===== src/rtl/eeprom_pkg.sv =====
package eeprom_pkg;

  // commands from the controller to the bit engine
  typedef enum logic [1:0] {
    CMD_START,       // start, or repeated start when the bus is busy
    CMD_STOP,
    CMD_WRITE_BYTE,
    CMD_READ_BYTE
  } i2c_cmd_e;

  // transaction sequence
  typedef enum logic [3:0] {
    IDLE,
    START_W,
    DEV_W,       // device select, write
    WORD_ADDR,
    DATA_W,
    START_R,     // repeated start
    DEV_R,       // device select, read
    DATA_R,
    STOP,
    ACKN         // holding ack for the host
  } ctrl_state_e;

  // 24C16 device type code
  localparam logic [3:0] EEPROM_DEV_ID = 4'b1010;

  // 2 K bytes, top three bits select the page
  localparam int ADDR_W = 11;

endpackage


===== src/rtl/i2c_cmd_if.sv =====
`timescale 1ns/10ps
interface i2c_cmd_if;

  logic                 go;          // one-cycle command strobe
  eeprom_pkg::i2c_cmd_e cmd;
  logic [7:0]           tx_byte;
  logic                 master_ack;  // ninth bit after a read, 1 = nack
  logic                 done;        // one-cycle completion strobe
  logic [7:0]           rx_byte;
  logic                 slave_nack;

  modport ctrl (
    output go,
    output cmd,
    output tx_byte,
    output master_ack,
    input  done,
    input  rx_byte,
    input  slave_nack
  );

  modport engine (
    input  go,
    input  cmd,
    input  tx_byte,
    input  master_ack,
    output done,
    output rx_byte,
    output slave_nack
  );

endinterface


===== src/rtl/eeprom_ctrl.sv =====
`timescale 1ns/10ps
module eeprom_ctrl (
  input  logic                          clk,
  input  logic                          rst_n,
  input  logic                          req,
  input  logic                          wr,
  input  logic [eeprom_pkg::ADDR_W-1:0] addr,
  input  logic [7:0]                    wdata,
  output logic                          ack,
  output logic [7:0]                    rdata,
  output logic                          nack,
  i2c_cmd_if.ctrl                       bus
);

  eeprom_pkg::ctrl_state_e state;
  eeprom_pkg::ctrl_state_e state_nxt;
  logic [2:0]              page;
  logic [7:0]              dev_sel;

  assign page    = addr[eeprom_pkg::ADDR_W-1 -: 3];
  assign dev_sel = {eeprom_pkg::EEPROM_DEV_ID, page, state == eeprom_pkg::DEV_R};

  always_comb begin
    state_nxt = state;
    case (state)
      eeprom_pkg::IDLE: begin
        if (req) state_nxt = eeprom_pkg::START_W;
      end
      eeprom_pkg::START_W: begin
        if (bus.done) state_nxt = eeprom_pkg::DEV_W;
      end
      eeprom_pkg::DEV_W: begin
        if (bus.done) begin
          state_nxt = bus.slave_nack ? eeprom_pkg::STOP : eeprom_pkg::WORD_ADDR;
        end
      end
      eeprom_pkg::WORD_ADDR: begin
        if (bus.done) begin
          if (bus.slave_nack) begin
            state_nxt = eeprom_pkg::STOP;
          end else if (wr) begin
            state_nxt = eeprom_pkg::DATA_W;
          end else begin
            state_nxt = eeprom_pkg::START_R;   // random read, dummy write done
          end
        end
      end
      eeprom_pkg::DATA_W: begin
        if (bus.done) state_nxt = eeprom_pkg::STOP;
      end
      eeprom_pkg::START_R: begin
        if (bus.done) state_nxt = eeprom_pkg::DEV_R;
      end
      eeprom_pkg::DEV_R: begin
        if (bus.done) begin
          state_nxt = bus.slave_nack ? eeprom_pkg::STOP : eeprom_pkg::DATA_R;
        end
      end
      eeprom_pkg::DATA_R: begin
        if (bus.done) state_nxt = eeprom_pkg::STOP;
      end
      eeprom_pkg::STOP: begin
        if (bus.done) state_nxt = eeprom_pkg::ACKN;
      end
      eeprom_pkg::ACKN: begin
        if (!req) state_nxt = eeprom_pkg::IDLE;
      end
      default: state_nxt = eeprom_pkg::IDLE;
    endcase
  end

  // command follows the state, valid whenever go is high
  always_comb begin
    bus.cmd     = eeprom_pkg::CMD_WRITE_BYTE;
    bus.tx_byte = dev_sel;
    case (state)
      eeprom_pkg::START_W,
      eeprom_pkg::START_R:   bus.cmd = eeprom_pkg::CMD_START;
      eeprom_pkg::WORD_ADDR: bus.tx_byte = addr[7:0];
      eeprom_pkg::DATA_W:    bus.tx_byte = wdata;
      eeprom_pkg::DATA_R:    bus.cmd = eeprom_pkg::CMD_READ_BYTE;
      eeprom_pkg::STOP,
      eeprom_pkg::IDLE,
      eeprom_pkg::ACKN:      bus.cmd = eeprom_pkg::CMD_STOP;
      default: ;
    endcase
  end

  assign bus.master_ack = 1'b1;  // single byte read ends with nack

  always_ff @(posedge clk or negedge rst_n) begin
    if (!rst_n) begin
      state  <= eeprom_pkg::IDLE;
      bus.go <= 1'b0;
      nack   <= 1'b0;
    end else begin
      state <= state_nxt;
      // one go per entry into a bus command state
      bus.go <= (state_nxt != state) &&
                (state_nxt != eeprom_pkg::IDLE) && (state_nxt != eeprom_pkg::ACKN);
      if (state == eeprom_pkg::IDLE && req) begin
        nack <= 1'b0;
      end else if (bus.done && bus.slave_nack) begin
        nack <= 1'b1;
      end
    end
  end

  always_ff @(posedge clk) begin
    if (state == eeprom_pkg::DATA_R && bus.done) begin
      rdata <= bus.rx_byte;
    end
  end

  assign ack = (state == eeprom_pkg::ACKN);

  // no second command until the engine reports back
  a_go_outstanding: assert property (@(posedge clk) disable iff (!rst_n)
    bus.go |=> !bus.go until bus.done);

  // results stay put while the host still holds req
  a_ack_hold: assert property (@(posedge clk) disable iff (!rst_n)
    ack && req |=> ack && $stable(nack) && $stable(rdata));

endmodule


===== src/flat_wrapper.sv =====
// flat-port wrapper written by rule: the top's interface ports become plain ports
module eeprom_ctrl_flat 
  (clk, rst_n, req, wr, addr, wdata, ack, rdata, nack, bus_go, bus_cmd, bus_tx_byte, bus_master_ack, bus_done, bus_rx_byte, bus_slave_nack);
  i2c_cmd_if bus_i ();
  input  logic clk;
  input  logic rst_n;
  input  logic req;
  input  logic wr;
  input  logic [eeprom_pkg::ADDR_W-1:0] addr;
  input  logic [7:0] wdata;
  output logic ack;
  output logic [7:0] rdata;
  output logic nack;
  output wire logic [$bits(bus_i.go)-1:0] bus_go;
  output wire logic [$bits(bus_i.cmd)-1:0] bus_cmd;
  output wire logic [$bits(bus_i.tx_byte)-1:0] bus_tx_byte;
  output wire logic [$bits(bus_i.master_ack)-1:0] bus_master_ack;
  input wire logic [$bits(bus_i.done)-1:0] bus_done;
  input wire logic [$bits(bus_i.rx_byte)-1:0] bus_rx_byte;
  input wire logic [$bits(bus_i.slave_nack)-1:0] bus_slave_nack;
  assign bus_go = bus_i.go;
  assign bus_cmd = bus_i.cmd;
  assign bus_tx_byte = bus_i.tx_byte;
  assign bus_master_ack = bus_i.master_ack;
  assign bus_i.done = bus_done;
  assign bus_i.rx_byte = bus_rx_byte;
  assign bus_i.slave_nack = bus_slave_nack;
  eeprom_ctrl u_core (.clk(clk), .rst_n(rst_n), .req(req), .wr(wr), .addr(addr), .wdata(wdata), .ack(ack), .rdata(rdata), .nack(nack), .bus(bus_i));
endmodule

===== config.mk =====
export PLATFORM = sky130hd
export DESIGN_NAME = eeprom_ctrl_flat
export DESIGN_NICKNAME = d
export VERILOG_FILES = /design/src/rtl/eeprom_pkg.sv /design/src/rtl/i2c_cmd_if.sv /design/src/rtl/eeprom_ctrl.sv /design/src/flat_wrapper.sv
export SDC_FILE = /design/constraint.sdc
export NUM_CORES = 1
export LEC_CHECK = 0
export ABC_CLOCK_PERIOD_IN_PS = 2420
export BUFFER_PORTS_ARGS = -buffer_cell sky130_fd_sc_hd__buf_2
export CAP_MARGIN = 10
export CORE_ASPECT_RATIO = 1.1
export CORE_MARGIN = 2
export CORE_UTILIZATION = 35
export CTS_BUF_LIST = sky130_fd_sc_hd__clkbuf_4 sky130_fd_sc_hd__clkbuf_8 sky130_fd_sc_hd__clkbuf_16
export DETAILED_ROUTE_END_ITERATION = 8
export PLACE_DENSITY = 0.68
export SLEW_MARGIN = 20
export SYNTH_ARGS = -nofsm -noshare
export SYNTH_HDL_FRONTEND = slang
export SYNTH_SLANG_ARGS = --single-unit

===== constraint.sdc =====
create_clock -name clk -period 2.42 [get_ports clk]
set_input_delay 0.484 -clock clk [delete_from_list [all_inputs] [get_ports clk]]
set_output_delay 0.484 -clock clk [all_outputs]
set_load 0.02 [all_outputs]

# --- After elaboration in Yosys (flattened, before gate mapping) ---
# Cells that the tools add are included.
totals:
  reg_bits: 14
  latch_bits: 0
  mem_bits_rw: 0
  mem_bits_ro: 0
  output_inout_bits: 22
  n_memories: 0
classes:
  n_addsub: 0
  n_mul: 0
  div_mod_pow: 0
  n_lt_le_gt_ge: 0
  n_eq_ne: 11
  shifts: 0
  mux: 18
  bitwise_logic: 0
  reduce_logical: 11
ops:
  columns: ["cell", "n"]
  rows:
  - ["$mux 4", 12]
  - ["$pmux 4 s9", 1]
  - ["$eq 4x3->1 const B", 4]
  - ["$pmux 8 s2", 1]
  - ["$eq 4x2->1 const B", 2]
  - ["$eq 4x4->1 const B", 2]
  - ["$pmux 2 s3", 1]
  - ["$logic_and 1x1->1", 5]
  - ["$eq 4x1->1 const B", 1]
  - ["$logic_not 4->1", 1]
  - ["$ne 4x4->1", 1]
  - ["$ne 4x4->1 const B", 1]
  - ["$reduce_bool 4->1", 1]
  - ["$reduce_or 2->1", 2]
  - ["$mux 1", 3]
  - ["$reduce_or 3->1", 1]
  - ["$reduce_bool 2->1", 1]

# --- Logic depth before layout (Yosys ltp) ---
depth:
  ltp_word: 7
  depth_mapped: 7
  ltp_nobuf: 5

# --- Worst setup path before layout ---
# Ideal clock, no wire load.
synth_timing:
  kind: "register to output"
  from: "reg u_core.state[0]"
  to: "out bus_tx_byte[5]"
  arrival_ns: 1.351
  t_required_ns: 1.936
  path_slack_ns: 0.585
  path_stages_with_launch: 7
  path_buffers: 2
  cell_sequence: "dfrtp_1 -> buf_6 -> clkinv_2 -> and3_1 -> clkbuf_1 -> a22oi_1 -> o21ai_1"
synth_via:
  elab_chain_cells: 2
  word_cells_on_any_way: 3
  classes_between: "2 x eq/ne; 1 x mux"
synth_lines:
  columns: ["element", "line", "source"]
  rows:
  - ["from (decl)", "eeprom_ctrl.sv:15", "eeprom_pkg::ctrl_state_e state;"]
  - ["from (signal assigned)", "eeprom_ctrl.sv:93", "state <= eeprom_pkg::IDLE;"]
  - ["from (signal assigned)", "eeprom_ctrl.sv:97", "state <= state_nxt;"]
  - ["$eq 4x3->1 / $eq 4x2->1 (equally long branches)", "eeprom_ctrl.sv:76", "case (state)"]
  - ["$pmux 8 s2 *", "eeprom_ctrl.sv:76", null]
  - ["to (decl)", "flat_wrapper.sv:16", "output wire logic [$bits(bus_i.tx_byte)-1:0] bus_tx_byte;"]
# Every way passes the cells marked *; elsewhere a longest branch is shown, timed or not.

# --- Worst setup path after layout ---
layout_timing:
  from: "reg u_core.state[3]"
  to: "out bus_tx_byte[3]"
# Same word-level chain as after synthesis.

==> metrics.yaml <==
status: "finished clean"
power_density_nw_per_um2: 1000
async_flop_share: 0.4286
yosys_warnings: 0
reg2reg_from: "u_core.state[3]"
period_minus_slack_ps: 2268
path_depth: 5
ios: 55
viasPerCell: 5.096
routabilityCongestion: 0.8342
power_mw: 1.150
crit_required_ps: 1940
port_buffers: 53
crit_path_cell_trace: "and4bb_1 -> nor2_1 -> nand2_1 -> nand2_1 -> buf_2"
peakVddDrop_mv: 0.4580
cts_tree: "done"
crit_fanout: 13
drtIter0Drc: 20
use_met2: 0.2601
clockRootBuffer: "clkbuf_4"
vias: 851
whs_ps: 20.92
syn_area_um2: 877.1
die_w_um: 51.73
fin_crit_sh: 0.9371
clkLatencyLatePin_ps: 270
crit_buf_inv: 1
die_area_um2: 2923
grt_pass1_vias: 797
crit_top_cell: "nand2_1"
detailed_place_hpwl_um: 1618
timing_worst_setup_path_type: "register to output port"
area_growth_pct: 31.10
post_cts_buffers: 0
synth.avg_cell_area_um2: 10.08
num_rows: 19
cts_buffers: 3
r2r-end: "u_core.bus.go"
cts_buffer_depth: 2
grt_max_degree: 15
p_leak_nw: 0.5473
yosysSeqAreaShare: 0.4451
slew_violations: 0
totalNegativeSetupSlack_ps: 0
synth_fa_ha_area_frac: 0
final_util: 0.4696
yosys.area_share.simple: 0.1641
core_um2: 2449
h-tree-depth: 1
synthCells: 87
slowest_stage: "and4bb_1"
grt_first_pass_wirelength_um: 3236
overflow: 0
synth_xor_xnor_area_share: 0.01997
finalHoldViolCount: 0
reg2regPathDepth: 5
r2r_setup_slack_ps: 590
ys_seq_elements: 14
met3_usage: 0.01064
fill_cells: 240
cts_sinks: 14
firstDrtPassIters: 4
slowest_delay_ps: 560
layout_common_cells: "buf_2, nand2_1, edfxtp_1"
fin_skew_ps: 5.750
synth-edff-count: 8
synth_mux_area_frac: 0.01141
critPathLaunchType: "register"
arrival_ps: 1780
fmax_ghz: 0.4409
start_util: 0.3582
num_antenna_cells: 0
fin_ws_ps: 152.1
wire_per_inst_um: 12.16
crit_family: "simple AND/OR/NAND/NOR gates"
synth_cell_types: 41
ant_nets: 0
drt-total-wl_um: 2031
synth_ff_type: "edfxtp_1"
top_usage_layer: "met2"
synth_top_family_by_area: "compound AO/OA/AOI/OAI gates"
cap_violations: 0
drive_gt1_frac: 0.4926
setup_viol: 0
synth_compound_area_frac: 0.2625
hold_class: "input pin to async pin"
chipHeight_um: 56.51
grt_usage: 0.1429
cts.clk_slew.worst_paths_ps: 80
final_common_cell: "buf_2"
dp_worst_setup_slack_ps: 366.2
rsz0062_at_grt: "no"
use_met1: 0.1647
synth_nets: 120
crit_path_end_kind: "output port"
drc_errors: 0
nNetsFinal: 171
antenna_found_initial: 0
-- cell families after synthesis --
logic type / Yosys count
buf+inv: 12
other cells: 1
simple gates: 27
mux: 1
xor+xnor: 2
compound gates: 30
flops: 14
-- routing by layer --
metal / wire, um / part of all wire
met1: 748 / 0.37
met2: 1112 / 0.55
met3: 139 / 0.068
met4: 31 / 0.015
met5: 0 / 0
-- worst max-delay path by stage --
stage	startpoint	end	slack (ps)
CTS	u_core.state[0]	bus_tx_byte[1]	50
detailed placement	u_core.state[0]	bus_tx_byte[1]	370
global placement	u_core.state[0]	bus_tx_byte[2]	430
global route	u_core.state[1]	bus_tx_byte[3]	5
floorplan	u_core.state[0]	bus_tx_byte[5]	590
finish	u_core.state[3]	bus_tx_byte[3]	150
-- layout make-up --
cell class / instances / area (um^2) / area share
Multi-Input combinational cell: 61 / 406.6 / 0.3536
Sequential cell: 14 / 392.9 / 0.3417
Timing Repair Buffer: 54 / 272.8 / 0.2372
Tap cell: 31 / 38.79 / 0.03373
Clock buffer: 3 / 22.52 / 0.01959
Inverter: 4 / 16.27 / 0.01415
-- power by group --
part,leakage [nW],total (mW),internal [mW],switching [mW]
clock network,0.0138,0.122,0.0575,0.0646
registers,0.144,0.403,0.301,0.102
logic,0.389,0.625,0.262,0.363
-- metrics by stage --
stage / instances / cell area (um^2)
floorplan: 87 / 877.1
global placement: 164 / 1124
detailed placement: 164 / 1124
CTS: 167 / 1146
global route: 167 / 1150
finish: 167 / 1150
-- synth_stat cells, types with 2 or more instances --
cell	instances	share of area
nor3_1	2	0.011
o21ai_0	2	0.011
and3_1	2	0.014
a21oi_1	4	0.023
edfxtp_1	8	0.27
a22oi_1	5	0.043
nor2_1	4	0.017
clkbuf_1	2	0.0086
dfrtp_1	6	0.17
o21ai_1	5	0.029
inv_1	2	0.0086
nand2_1	10	0.043
nor2b_1	2	0.014
o211ai_2	2	0.029
buf_6	4	0.051
a22o_1	2	0.020
-- state kept, by name, summed over array words and instances (netlist names) --
register and cells:
u_core.bus.go 1, u_core.nack 1, u_core.rdata 8, u_core.state 4
-- what timing repair did --
item | 4_1_cts | 5_1_grt
gates resized for setup | 0 | 3
hold endpoints to repair | 0 | 0
endpoints found under the setup margin | 0 | 5
hold buffers | 0 | 0
(Power assumes the default switching activity.)
